**src/mulDivOpPkg.sv**
```systemverilog
package mulDivOpPkg;

  // reference encoding of the M extension ops
  typedef enum logic [2:0] {
    opMul    = 3'b000,
    opMulh   = 3'b001,
    opMulhsu = 3'b010,
    opMulhu  = 3'b011,
    opDiv    = 3'b100,
    opDivu   = 3'b101,
    opRem    = 3'b110,
    opRemu   = 3'b111
  } opCodeT;

  function automatic logic isDivOp(input opCodeT op);
    return op inside {opDiv, opDivu, opRem, opRemu};
  endfunction

  // lOp is multiplier or divisor
  function automatic logic lOpSigned(input opCodeT op);
    return op inside {opMulh, opDiv, opRem};
  endfunction

  // rOp is multiplicand or dividend
  function automatic logic rOpSigned(input opCodeT op);
    return op inside {opMulh, opMulhsu, opDiv, opRem};
  endfunction

  function automatic logic wantsHigh(input opCodeT op);
    return op inside {opMulh, opMulhsu, opMulhu};
  endfunction

  function automatic logic wantsRemainder(input opCodeT op);
    return op inside {opRem, opRemu};
  endfunction

endpackage

```
**src/mulDivCtrlPkg.sv**
```systemverilog
package mulDivCtrlPkg;

  // four-phase handshake side of a stage
  typedef enum logic [1:0] {
    stIdle,
    stBusy,
    stOffer,
    stRelease
  } stageStateT;

  // iteration sequencer of the kernel
  typedef enum logic [1:0] {
    kIdle,
    kRun,
    kDone
  } kernelStateT;

endpackage

```
**src/operandPrep.sv**
```systemverilog
`timescale 1ns/1ps

module operandPrep
  import mulDivOpPkg::*;
  import mulDivCtrlPkg::*;
#(
  parameter int dataWidth = 32
) (
  input  logic                 clk,
  input  logic                 rstN,
  input  logic                 inReq,
  output logic                 inAck,
  input  opCodeT               opCode,
  input  logic [dataWidth-1:0] lOp,
  input  logic [dataWidth-1:0] rOp,
  output logic                 prepReq,
  input  logic                 prepAck,
  output opCodeT               prepOp,
  output logic [dataWidth-1:0] magR,
  output logic [dataWidth-1:0] magL,
  output logic                 negProduct,
  output logic                 negQuot,
  output logic                 negRem,
  output logic                 divByZero,
  output logic                 divOverflow
);

  stageStateT state;
  logic capture;
  logic divOp;
  logic negR;
  logic negL;
  logic lIsZero;
  logic lIsMinusOne;
  logic rIsMostNeg;

  assign divOp = isDivOp(opCode);
  assign negR = rOpSigned(opCode) && rOp[dataWidth-1];
  assign negL = lOpSigned(opCode) && lOp[dataWidth-1];

  assign lIsZero = (lOp == '0);
  assign lIsMinusOne = (lOp == '1);
  assign rIsMostNeg = (rOp == {1'b1, {(dataWidth-1){1'b0}}});

  // take a new set only with an empty buffer and the last ack gone
  assign capture = (state == stIdle) && inReq && !inAck;
  assign prepReq = (state == stOffer);

  always_ff @(posedge clk) begin
    if (!rstN) begin
      state <= stIdle;
      inAck <= 1'b0;
    end else begin
      if (capture) begin
        inAck <= 1'b1;
      end else if (!inReq) begin
        inAck <= 1'b0;
      end

      case (state)
        stIdle: begin
          if (capture) begin
            state <= stOffer;
          end
        end
        stOffer: begin
          if (prepAck) begin
            state <= stRelease;
          end
        end
        stRelease: begin
          // buffer frees once the kernel drops its ack
          if (!prepAck) begin
            state <= stIdle;
          end
        end
        default: state <= stIdle;
      endcase
    end
  end

  always_ff @(posedge clk) begin
    if (capture) begin
      prepOp <= opCode;
      magR <= negR ? -rOp : rOp;
      magL <= negL ? -lOp : lOp;
      negProduct <= !divOp && (negR ^ negL);
      negQuot <= divOp && (negR ^ negL);
      negRem <= divOp && negR;
      divByZero <= divOp && lIsZero;
      // most negative over minus one, signed divides only
      divOverflow <= divOp && lOpSigned(opCode) && lIsMinusOne && rIsMostNeg;
    end
  end

endmodule

```
**src/iterKernel.sv**
```systemverilog
`timescale 1ns/1ps

module iterKernel
  import mulDivOpPkg::*;
  import mulDivCtrlPkg::*;
#(
  parameter int dataWidth = 32
) (
  input  logic                 clk,
  input  logic                 rstN,
  input  logic                 prepReq,
  output logic                 prepAck,
  input  opCodeT               prepOp,
  input  logic [dataWidth-1:0] magR,
  input  logic [dataWidth-1:0] magL,
  input  logic                 negProduct,
  input  logic                 negQuot,
  input  logic                 negRem,
  input  logic                 divByZero,
  input  logic                 divOverflow,
  output logic                 kernReq,
  input  logic                 kernAck,
  output opCodeT               kernOp,
  output logic [dataWidth-1:0] prodHi,
  output logic [dataWidth-1:0] prodLo,
  output logic [dataWidth-1:0] quotient,
  output logic [dataWidth-1:0] remainder,
  output logic [dataWidth-1:0] origR,
  output logic                 negProductOut,
  output logic                 negQuotOut,
  output logic                 negRemOut,
  output logic                 divByZeroOut,
  output logic                 divOverflowOut
);

  localparam int cntWidth = $clog2(dataWidth);
  localparam logic [cntWidth-1:0] lastStep = cntWidth'(dataWidth - 1);

  kernelStateT kState;
  stageStateT ackState;
  logic [cntWidth-1:0] stepCnt;
  logic capture;

  // opndReg holds multiplicand or divisor, shReg the other operand
  logic [dataWidth-1:0] opndReg;
  logic [dataWidth-1:0] accReg;
  logic [dataWidth-1:0] shReg;
  logic [dataWidth-1:0] addend;
  logic [dataWidth:0] addSum;
  logic [dataWidth:0] trial;

  assign capture = (kState == kIdle) && (ackState == stIdle) && prepReq;
  assign prepAck = (ackState == stBusy);
  assign kernReq = (kState == kDone);

  // shift-add step
  assign addend = shReg[0] ? opndReg : '0;
  assign addSum = {1'b0, accReg} + {1'b0, addend};

  // restoring step, top bit set means borrow
  assign trial = {accReg, shReg[dataWidth-1]} - {1'b0, opndReg};

  always_ff @(posedge clk) begin
    if (!rstN) begin
      kState <= kIdle;
      ackState <= stIdle;
      stepCnt <= '0;
    end else begin
      case (ackState)
        stIdle: begin
          if (capture) begin
            ackState <= stBusy;
          end
        end
        stBusy: begin
          if (!prepReq) begin
            ackState <= stIdle;
          end
        end
        default: ackState <= stIdle;
      endcase

      case (kState)
        kIdle: begin
          if (capture) begin
            kState <= kRun;
            stepCnt <= '0;
          end
        end
        kRun: begin
          stepCnt <= stepCnt + 1'b1;
          if (stepCnt == lastStep) begin
            kState <= kDone;
          end
        end
        kDone: begin
          if (kernAck) begin
            kState <= kIdle;
          end
        end
        default: kState <= kIdle;
      endcase
    end
  end

  always_ff @(posedge clk) begin
    if (capture) begin
      kernOp <= prepOp;
      origR <= magR;
      accReg <= '0;
      if (isDivOp(prepOp)) begin
        opndReg <= magL;
        shReg <= magR;
      end else begin
        opndReg <= magR;
        shReg <= magL;
      end
      negProductOut <= negProduct;
      negQuotOut <= negQuot;
      negRemOut <= negRem;
      divByZeroOut <= divByZero;
      divOverflowOut <= divOverflow;
    end else if (kState == kRun) begin
      if (isDivOp(kernOp)) begin
        // dividend bits leave at the top, quotient bits enter at the bottom
        if (trial[dataWidth]) begin
          accReg <= {accReg[dataWidth-2:0], shReg[dataWidth-1]};
        end else begin
          accReg <= trial[dataWidth-1:0];
        end
        shReg <= {shReg[dataWidth-2:0], !trial[dataWidth]};
      end else begin
        accReg <= addSum[dataWidth:1];
        shReg <= {addSum[0], shReg[dataWidth-1:1]};
      end
    end
  end

  // product and division results share the same pair of registers
  assign prodHi = accReg;
  assign remainder = accReg;
  assign prodLo = shReg;
  assign quotient = shReg;

endmodule

```
**src/resultSelect.sv**
```systemverilog
`timescale 1ns/1ps

module resultSelect
  import mulDivOpPkg::*;
  import mulDivCtrlPkg::*;
#(
  parameter int dataWidth = 32
) (
  input  logic                 clk,
  input  logic                 rstN,
  input  logic                 kernReq,
  output logic                 kernAck,
  input  opCodeT               kernOp,
  input  logic [dataWidth-1:0] prodHi,
  input  logic [dataWidth-1:0] prodLo,
  input  logic [dataWidth-1:0] quotient,
  input  logic [dataWidth-1:0] remainder,
  input  logic [dataWidth-1:0] origR,
  input  logic                 negProduct,
  input  logic                 negQuot,
  input  logic                 negRem,
  input  logic                 divByZero,
  input  logic                 divOverflow,
  output logic                 outReq,
  input  logic                 outAck,
  output logic [dataWidth-1:0] result,
  output logic                 divByZeroOut,
  output logic                 divOverflowOut
);

  stageStateT state;
  logic capture;
  opCodeT capOp;
  logic [dataWidth-1:0] capHi;
  logic [dataWidth-1:0] capLo;
  logic [dataWidth-1:0] capOrigR;
  logic capNegProduct;
  logic capNegQuot;
  logic capNegRem;
  logic capDivByZero;
  logic capDivOverflow;
  logic [2*dataWidth-1:0] product;
  logic [2*dataWidth-1:0] productFix;
  logic [dataWidth-1:0] quotFix;
  logic [dataWidth-1:0] remFix;
  logic [dataWidth-1:0] dividend;
  logic [dataWidth-1:0] word;

  assign capture = (state == stIdle) && kernReq && !kernAck;
  assign outReq = (state == stOffer);

  assign product = {capHi, capLo};
  assign productFix = capNegProduct ? -product : product;
  assign quotFix = capNegQuot ? -capLo : capLo;
  assign remFix = capNegRem ? -capHi : capHi;
  // remainder sign is the dividend sign
  assign dividend = capNegRem ? -capOrigR : capOrigR;

  always_comb begin
    if (wantsHigh(capOp)) begin
      word = productFix[2*dataWidth-1:dataWidth];
    end else if (!isDivOp(capOp)) begin
      word = productFix[dataWidth-1:0];
    end else if (wantsRemainder(capOp)) begin
      if (capDivByZero) begin
        word = dividend;
      end else if (capDivOverflow) begin
        word = '0;
      end else begin
        word = remFix;
      end
    end else begin
      if (capDivByZero) begin
        word = '1;
      end else if (capDivOverflow) begin
        word = dividend;
      end else begin
        word = quotFix;
      end
    end
  end

  always_ff @(posedge clk) begin
    if (!rstN) begin
      state <= stIdle;
      kernAck <= 1'b0;
    end else begin
      if (capture) begin
        kernAck <= 1'b1;
      end else if (!kernReq) begin
        kernAck <= 1'b0;
      end

      case (state)
        stIdle: begin
          if (capture) begin
            state <= stBusy;
          end
        end
        stBusy: state <= stOffer;
        stOffer: begin
          if (outAck) begin
            state <= stRelease;
          end
        end
        stRelease: begin
          if (!outAck) begin
            state <= stIdle;
          end
        end
        default: state <= stIdle;
      endcase
    end
  end

  always_ff @(posedge clk) begin
    if (capture) begin
      capOp <= kernOp;
      capHi <= isDivOp(kernOp) ? remainder : prodHi;
      capLo <= isDivOp(kernOp) ? quotient : prodLo;
      capOrigR <= origR;
      capNegProduct <= negProduct;
      capNegQuot <= negQuot;
      capNegRem <= negRem;
      capDivByZero <= divByZero;
      capDivOverflow <= divOverflow;
    end
    // output word settles one cycle after capture
    if (state == stBusy) begin
      result <= word;
      divByZeroOut <= capDivByZero;
      divOverflowOut <= capDivOverflow;
    end
  end

endmodule

```
**src/mulDivUnit.sv**
```systemverilog
`timescale 1ns/1ps

module mulDivUnit
  import mulDivOpPkg::*;
#(
  parameter int dataWidth = 32
) (
  input  logic                 clk,
  input  logic                 rstN,
  input  logic                 inReq,
  output logic                 inAck,
  input  opCodeT               opCode,
  input  logic [dataWidth-1:0] lOp,
  input  logic [dataWidth-1:0] rOp,
  output logic                 outReq,
  input  logic                 outAck,
  output logic [dataWidth-1:0] result,
  output logic                 divByZero,
  output logic                 divOverflow
);

  // prep to kernel
  logic prepReq;
  logic prepAck;
  opCodeT prepOp;
  logic [dataWidth-1:0] magR;
  logic [dataWidth-1:0] magL;
  logic prepNegProduct;
  logic prepNegQuot;
  logic prepNegRem;
  logic prepDivByZero;
  logic prepDivOverflow;

  // kernel to result
  logic kernReq;
  logic kernAck;
  opCodeT kernOp;
  logic [dataWidth-1:0] prodHi;
  logic [dataWidth-1:0] prodLo;
  logic [dataWidth-1:0] quotient;
  logic [dataWidth-1:0] remainder;
  logic [dataWidth-1:0] origR;
  logic kernNegProduct;
  logic kernNegQuot;
  logic kernNegRem;
  logic kernDivByZero;
  logic kernDivOverflow;

  operandPrep #(.dataWidth(dataWidth)) u0Prep (
    .clk(clk), .rstN(rstN), .inReq(inReq), .inAck(inAck), .opCode(opCode),
    .lOp(lOp), .rOp(rOp), .prepReq(prepReq), .prepAck(prepAck), .prepOp(prepOp),
    .magR(magR), .magL(magL), .negProduct(prepNegProduct), .negQuot(prepNegQuot),
    .negRem(prepNegRem), .divByZero(prepDivByZero), .divOverflow(prepDivOverflow)
  );

  iterKernel #(.dataWidth(dataWidth)) u1Kernel (
    .clk(clk), .rstN(rstN), .prepReq(prepReq), .prepAck(prepAck), .prepOp(prepOp),
    .magR(magR), .magL(magL), .negProduct(prepNegProduct), .negQuot(prepNegQuot),
    .negRem(prepNegRem), .divByZero(prepDivByZero), .divOverflow(prepDivOverflow),
    .kernReq(kernReq), .kernAck(kernAck), .kernOp(kernOp), .prodHi(prodHi),
    .prodLo(prodLo), .quotient(quotient), .remainder(remainder), .origR(origR),
    .negProductOut(kernNegProduct), .negQuotOut(kernNegQuot), .negRemOut(kernNegRem),
    .divByZeroOut(kernDivByZero), .divOverflowOut(kernDivOverflow)
  );

  resultSelect #(.dataWidth(dataWidth)) u2Result (
    .clk(clk), .rstN(rstN), .kernReq(kernReq), .kernAck(kernAck), .kernOp(kernOp),
    .prodHi(prodHi), .prodLo(prodLo), .quotient(quotient), .remainder(remainder),
    .origR(origR), .negProduct(kernNegProduct), .negQuot(kernNegQuot),
    .negRem(kernNegRem), .divByZero(kernDivByZero), .divOverflow(kernDivOverflow),
    .outReq(outReq), .outAck(outAck), .result(result), .divByZeroOut(divByZero),
    .divOverflowOut(divOverflow)
  );

endmodule

```
**config.mk**
```make
export PLATFORM = sky130hd
export DESIGN_NAME = mulDivUnit
export DESIGN_NICKNAME = d
export VERILOG_FILES = /design/src/mulDivOpPkg.sv /design/src/mulDivCtrlPkg.sv /design/src/operandPrep.sv /design/src/iterKernel.sv /design/src/resultSelect.sv /design/src/mulDivUnit.sv
export SDC_FILE = /design/constraint.sdc
export NUM_CORES = 1
export LEC_CHECK = 0
export BUFFER_PORTS_ARGS = -buffer_cell sky130_fd_sc_hd__clkbuf_2
export CORE_UTILIZATION = 60
export DETAILED_ROUTE_END_ITERATION = 8
export PLACE_DENSITY = 0.78
export SETUP_SLACK_MARGIN = 0.15
export SLEW_MARGIN = 20
export SYNTH_ARGS = -nofsm -noshare
export SYNTH_HDL_FRONTEND = slang
export SYNTH_SLANG_ARGS = --single-unit
```
**constraint.sdc**
```tcl
create_clock -name clk -period 17.1 [get_ports clk]
set_clock_uncertainty 0.15 [all_clocks]
set_input_delay 2.565 -clock clk [delete_from_list [all_inputs] [get_ports clk]]
set_output_delay 2.565 -clock clk [all_outputs]
set_load 0.01 [all_outputs]
```
# --- Word level (Yosys, flattened, before mapping) ---
# Cells that the tools add are included.
totals:
  regBits: 361
  output_inout_bits: 36
  elab_cells: 172
  in_bits: 71
op_classes:
  n_reduce_logical: 39
  mux: 41
  n_addsub: 9
  n_bitwise: 1
  eq_ne: 45
op_table:
  columns: ["operator", "count"]
  rows:
  - ["32-bit two-way mux", 20]
  - ["32-bit negation", 5]
  - ["32-bit equality test, second input constant", 2]
  - ["64-bit two-way mux", 1]
  - ["64-bit negation", 1]
  - ["3-bit equality test, second input constant", 16]
  - ["32-bit by 32-bit adder with 33-bit output", 1]
  - ["33-bit by 32-bit subtractor with 33-bit output", 1]
  - ["32-bit zero test", 1]
  - ["2-bit two-way mux", 10]
  - ["4-bit nonzero test", 5]
  - ["1-bit logical AND", 15]
  - ["2-bit by 1-bit != test with 1-bit output, second input constant", 7]
  - ["2-bit != test, second input constant", 6]
  - ["2-bit case mux with 3 select lines", 2]
  - ["2-bit equality test, second input constant", 5]
  - ["5-bit case mux with 2 select lines", 1]
  - ["3-bit by 2-bit equality test with 1-bit output, second input constant", 3]
  - ["3-bit AND reduction", 3]
  - ["2-bit zero test", 4]
  - ["2-bit case mux with 4 select lines", 1]
  - ["2-bit by 1-bit equality test with 1-bit output, second input constant", 3]
  - ["3-bit by 1-bit equality test with 1-bit output, second input constant", 2]
  - ["2-bit nonzero test", 3]
  - ["9 further kinds", 17]

# --- Logic depth before layout (Yosys ltp) ---
depth:
  depth_word: 7
  depth_mapped: 14
  mapped_depth_nobuf: 12

# --- Hierarchy ---
# From an unflattened synthesis, not the netlist that was laid out.
unflattened:
  cells_unflattened: 2424
  hier_area_um2: 24512.3
modules_own_cells:
  columns: ["module", "area_each_um2", "instances", "seq_area_each_um2", "cells_each"]
  rows:
  - ["iterKernel", 10760.3, 1, 3923.8, 1144]
  - ["resultSelect", 9855.7, 1, 4204.0, 960]
  - ["operandPrep", 3896.2, 1, 2222.1, 320]

# --- Least setup slack after synthesis ---
# OpenSTA, ideal clock, no wires.
synth_path:
  path_kind: "reg2reg"
  start: "register u1Kernel.kState[1]"
  end: "register u2Result.capDivByZero, enable pin"
  synth_period_minus_slack_ps: 5898
  slack_ps: 11202
  stages_incl_launch_ff: 3
  path_buffers: 0
  setup_time_ps: 568
  t_arrival_ps: 5180
  required_ps: 16382
  path_cell_list: "dfxtp_1 > or3b_2 > nor2_1"
synth_between:
  elab_chain_cells: 3
synth_rtl:
  columns: ["item", "line", "text"]
  rows:
  - ["start: declaration", "iterKernel.sv:39", "kernelStateT kState;"]
  - ["start signal: assignment", "iterKernel.sv:65", "kState <= kIdle;"]
  - ["start signal: assignment", "iterKernel.sv:86", "kState <= kRun;"]
  - ["start signal: assignment", "iterKernel.sv:93", "kState <= kDone;"]
  - ["2-bit equality test", "iterKernel.sv:54", "assign kernReq = (kState == kDone);"]
  - ["1-bit logical AND (2 in a row)", "resultSelect.sv:49", "assign capture = (state == stIdle) && kernReq && !kernAck;"]
  - ["net u2Result.capture", "resultSelect.sv:32", "logic capture;"]
  - ["end signal: assignment", "resultSelect.sv:125", "capDivByZero <= divByZero;"]
  - ["end: declaration", "resultSelect.sv:40", "logic capDivByZero;"]
# The timed path passes the listed nets, and every way through them passes these cells.
# A chain may end at the register's enable or synchronous reset.

# --- Final worst setup path ---
layout_path:
  start: "input port rOp[8]"
  end: "register u0Prep.magR[29], data pin"
layout_between:
  elab_chain_cells: 2
layout_rtl:
  columns: ["item", "line", "text"]
  rows:
  - ["start: declaration", "mulDivUnit.sv:14", "input logic [dataWidth-1:0] rOp,"]
  - ["32-bit negation", "operandPrep.sv:85", "magR <= negR ? -rOp : rOp;"]
  - ["32-bit two-way mux", "operandPrep.sv:85", null]
  - ["end signal: assignment", "operandPrep.sv:85", null]
  - ["end: declaration", "operandPrep.sv:19", "output logic [dataWidth-1:0] magR,"]
# No other way between the ends.

==> run summary <==
Post-CTS setup buffer count - 0
Remaining design rule violation count - 0
Worst vdd rail ir drop - 0.113 mV
Clock tree from TritonCTS - built
Kind of capture point of the worst setup path - register
Post-route fraction of the period consumed by the critical path - 29.2%
Post-DRT Antenna Nets - 0
Post-Synthesis Cell Area - 22900 sq um
Via total after detailed routing - 18600
Share of final-layout standard cells stronger than drive strength 1 - 10.9%
Sink Count - 360
Top cell by count, worst path - nand2_1
Fill cells - 2987
Routed wire length per instance - 23.0 microns
Cell count after synthesis - 2298
Startpoint type of the worst setup path - primary input
Diodes inserted - 0
# H-tree levels - 2
Biggest fanout along the worst timing path - 5
Aggregate routed wire length - 65.8 mm
Critical path cell sequence - clkbuf_2, or3_1, or4_1, nor2_1, nand2_1, nor4_1, nand2_1, o21ai_0, xnor2_1
Synthesis-to-finish area growth - 8.74%
Data arrival time of the worst path - 5.17 ns
Final count of negative-setup-slack endpoints - 0
Starting density of the core - 60.8%
Total count of hold-check failures in the final report - 0
Register-to-Register Setup Slack - 12.87 ns
Die Span Y - 197 microns
FFs w/ async S/R, synth - 0%
Most frequent cells in the layout - edfxtp_1, nand2_1, a21oi_1, o21ai_0, xor2_1
Post-Syn Nets - 2448
Maximum count of clock buffers along a single path - 3
Number of buffers created by CTS - 37
DR pass1 iterations - 8
Global route overflow - 0
Core Rows - 71
Number of top-level design ports - 107
Path type of the worst setup path - in -> reg
CTS hold repair buffers - 0
Post-cts sizing count - 0
Top Layer Used - met4
Required time of the critical path - 17.27 ns
GPL Wtd Cong - 0.988
Most common cell after layout, fill and taps aside - edfxtp_1
Final critical delay including setup and external delays - 4.99 ns
Number of I/O port buffers - 106
Worst Hold Class - reg -> reg
Seq/Total Area, Yosys - 45.3%
Syn avg cell area - 9.95 sq um
Cell type of the slowest stage on the worst timing path - nor4_1
Clock slew at reported path FFs - 0.06 ns
Flops & latches, synth - 360
Slew of the pin with the lowest slew margin - 1.15 ns
Final-stage net count - 2475
Total die area - 38900 sq um
Number of flops mapped to enable cells by yosys - 314
Overall die width - 197 microns
Met2 layer wire length in the routed design - 29.1 mm
Number of antenna violations at the first check in global routing - 2
Placed wire-length estimate after detailed placement - 49.7 mm
Global-route wire length before repair - 100 mm
Final worst-path setup slack - 12.11 ns
Met3 routed wirelength - 6.02 mm
Count of maximum capacitance violations - 0
Worst-case setup slack after placement - 11.62 ns
Synth Warn # - 0
Via-per-instance ratio - 6.49
Final number of max-transition violations - 0
Final sum of negative setup slack - 0 ns
Routed met1 length - 27.8 mm
Pin count of the biggest net entering global routing - 98
Status - finished, final reports clean
Buffer cell driving the clock tree root - clkbuf_16
Unrepaired setup endpoints after global routing - false
Later-pin clock latency in the skew report - 0.57 ns
Number of global-route vias before repair - 17400
Floorplan core area - 37600 sq um
Synth Flop Type - edfxtp_1
Iter 0 DRT Violations - 1920
Rel. slew slack - 23.3%
Number of distinct library cells after synthesis - 77
Highest cell delay on the worst timing path - 0.73 ns
All-layer global routing usage - 34.0%
Static leakage - 9.04 nW
Maximum clock rate - 200 MHz
Total power density per cell area - 111 nW/um^2
[synthesized netlist by cell type, types with 23 or more instances]
library cell / number / share of area, %
nor2b_1: 43 / 1.2
o31ai_1: 52 / 1.7
o21ai_0: 161 / 3.5
inv_1: 75 / 1.2
edfxtp_1: 314 / 41
and2_1: 45 / 1.2
nand3_1: 29 / 0.63
nand4_1: 26 / 0.71
a21oi_1: 171 / 3.7
or4_1: 23 / 0.76
nor2_1: 123 / 2.0
clkbuf_1: 123 / 2.0
a211oi_1: 54 / 1.8
mux2_2: 33 / 1.6
dfxtp_1: 46 / 4.0
mux2i_1: 54 / 2.4
nand2_1: 191 / 3.1
xor2_1: 137 / 5.2
nor3_1: 37 / 0.81
nand2b_1: 25 / 0.68
xnor2_1: 125 / 4.8
ha_1: 77 / 4.2
[registers in the layout, indices dropped and copies added (netlist names), 3 cells and up]
| name | cells |
|---|---|
| u0Prep.magL | 32 |
| u2Result.capHi | 32 |
| u2Result.capOp | 3 |
| u0Prep.magR | 32 |
| u1Kernel.prodLo | 32 |
| u2Result.capOrigR | 32 |
| u2Result.result | 32 |
| u1Kernel.prodHi | 32 |
| u1Kernel.origR | 32 |
| u2Result.capLo | 32 |
| u1Kernel.stepCnt | 5 |
| u1Kernel.opndReg | 32 |
| u0Prep.prepOp | 3 |
| u1Kernel.kernOp | 3 |
[per-layer routing]
| metal | vias up | GRT usage, % |
|---|---|---|
| met5 | - | 0 |
| met4 | 0 | 14.7 |
| met2 | 959 | 52.7 |
| li1 | 8623 | - |
| met3 | 163 | 4.78 |
| met1 | 8850 | 47.6 |
[area by class of cell]
class / count / area (sq um) / share of cell area (%)
clock buffers: 46 / 1000 / 4.04
clock inverters: 20 / 184 / 0.740
inverters: 76 / 285 / 1.15
multi-input cells: 1724 / 11700 / 47.1
flip-flops and latches: 360 / 10300 / 41.6
well taps: 511 / 639 / 2.57
repair buffers: 126 / 681 / 2.74
[kinds of logic (layout without fill, tap and decap cells)]
group,Yosys count,count (layout),synth area share [%]
AOI/OAI and AO/OA,670,670,19.0
muxes,87,87,3.99
and+or+nand+nor,626,626,13.8
DFF,360,360,45.3
buffers and inverters,214,268,3.58
adders and majority gates,79,79,4.39
xor gates and xnor gates,262,262,10.0
[worst max-delay path, delay by kind of cell]
| kind | cells | cell delay (ns) |
|---|---|---|
| AO/OA/AOI/OAI | 1 | 0.26 |
| XOR/XNOR | 1 | 0.09 |
| buffers and inverters | 1 | 0.11 |
| AND/OR/NAND/NOR | 6 | 2.15 |
[per-stage QoR]
step	cell area, sq um	std cells	power [mW]	util (%)	hold WS (ns)
after floorplan	22900	2298	1.71	-	0.250
after global placement	23700	2796	1.94	63.0	0.253
after detailed placement	23700	2796	1.95	63.0	0.256
after CTS	24900	2862	2.75	66.1	0.270
after global routing	24900	2863	2.88	66.2	0.284
final	24900	2863	2.77	66.2	0.269
[final timing paths]
check / startpoint / to / cells past startpoint
max: rOp[8] / u0Prep.magR[29] / 9
min: u0Prep.negQuot / u1Kernel.negQuotOut / 0
max reg2reg: u2Result.capLo[0] / u2Result.result[30] / 12
min reg2reg: u0Prep.negQuot / u1Kernel.negQuotOut / 0
[where the power goes]
part	total (mW)	switching (mW)	internal [mW]
sequential	1.19	0.117	1.08
combinational	0.774	0.473	0.302
clock	0.797	0.346	0.451
total	2.77	0.936	1.83
No activity file was read; power rests on OpenSTA's default activity.
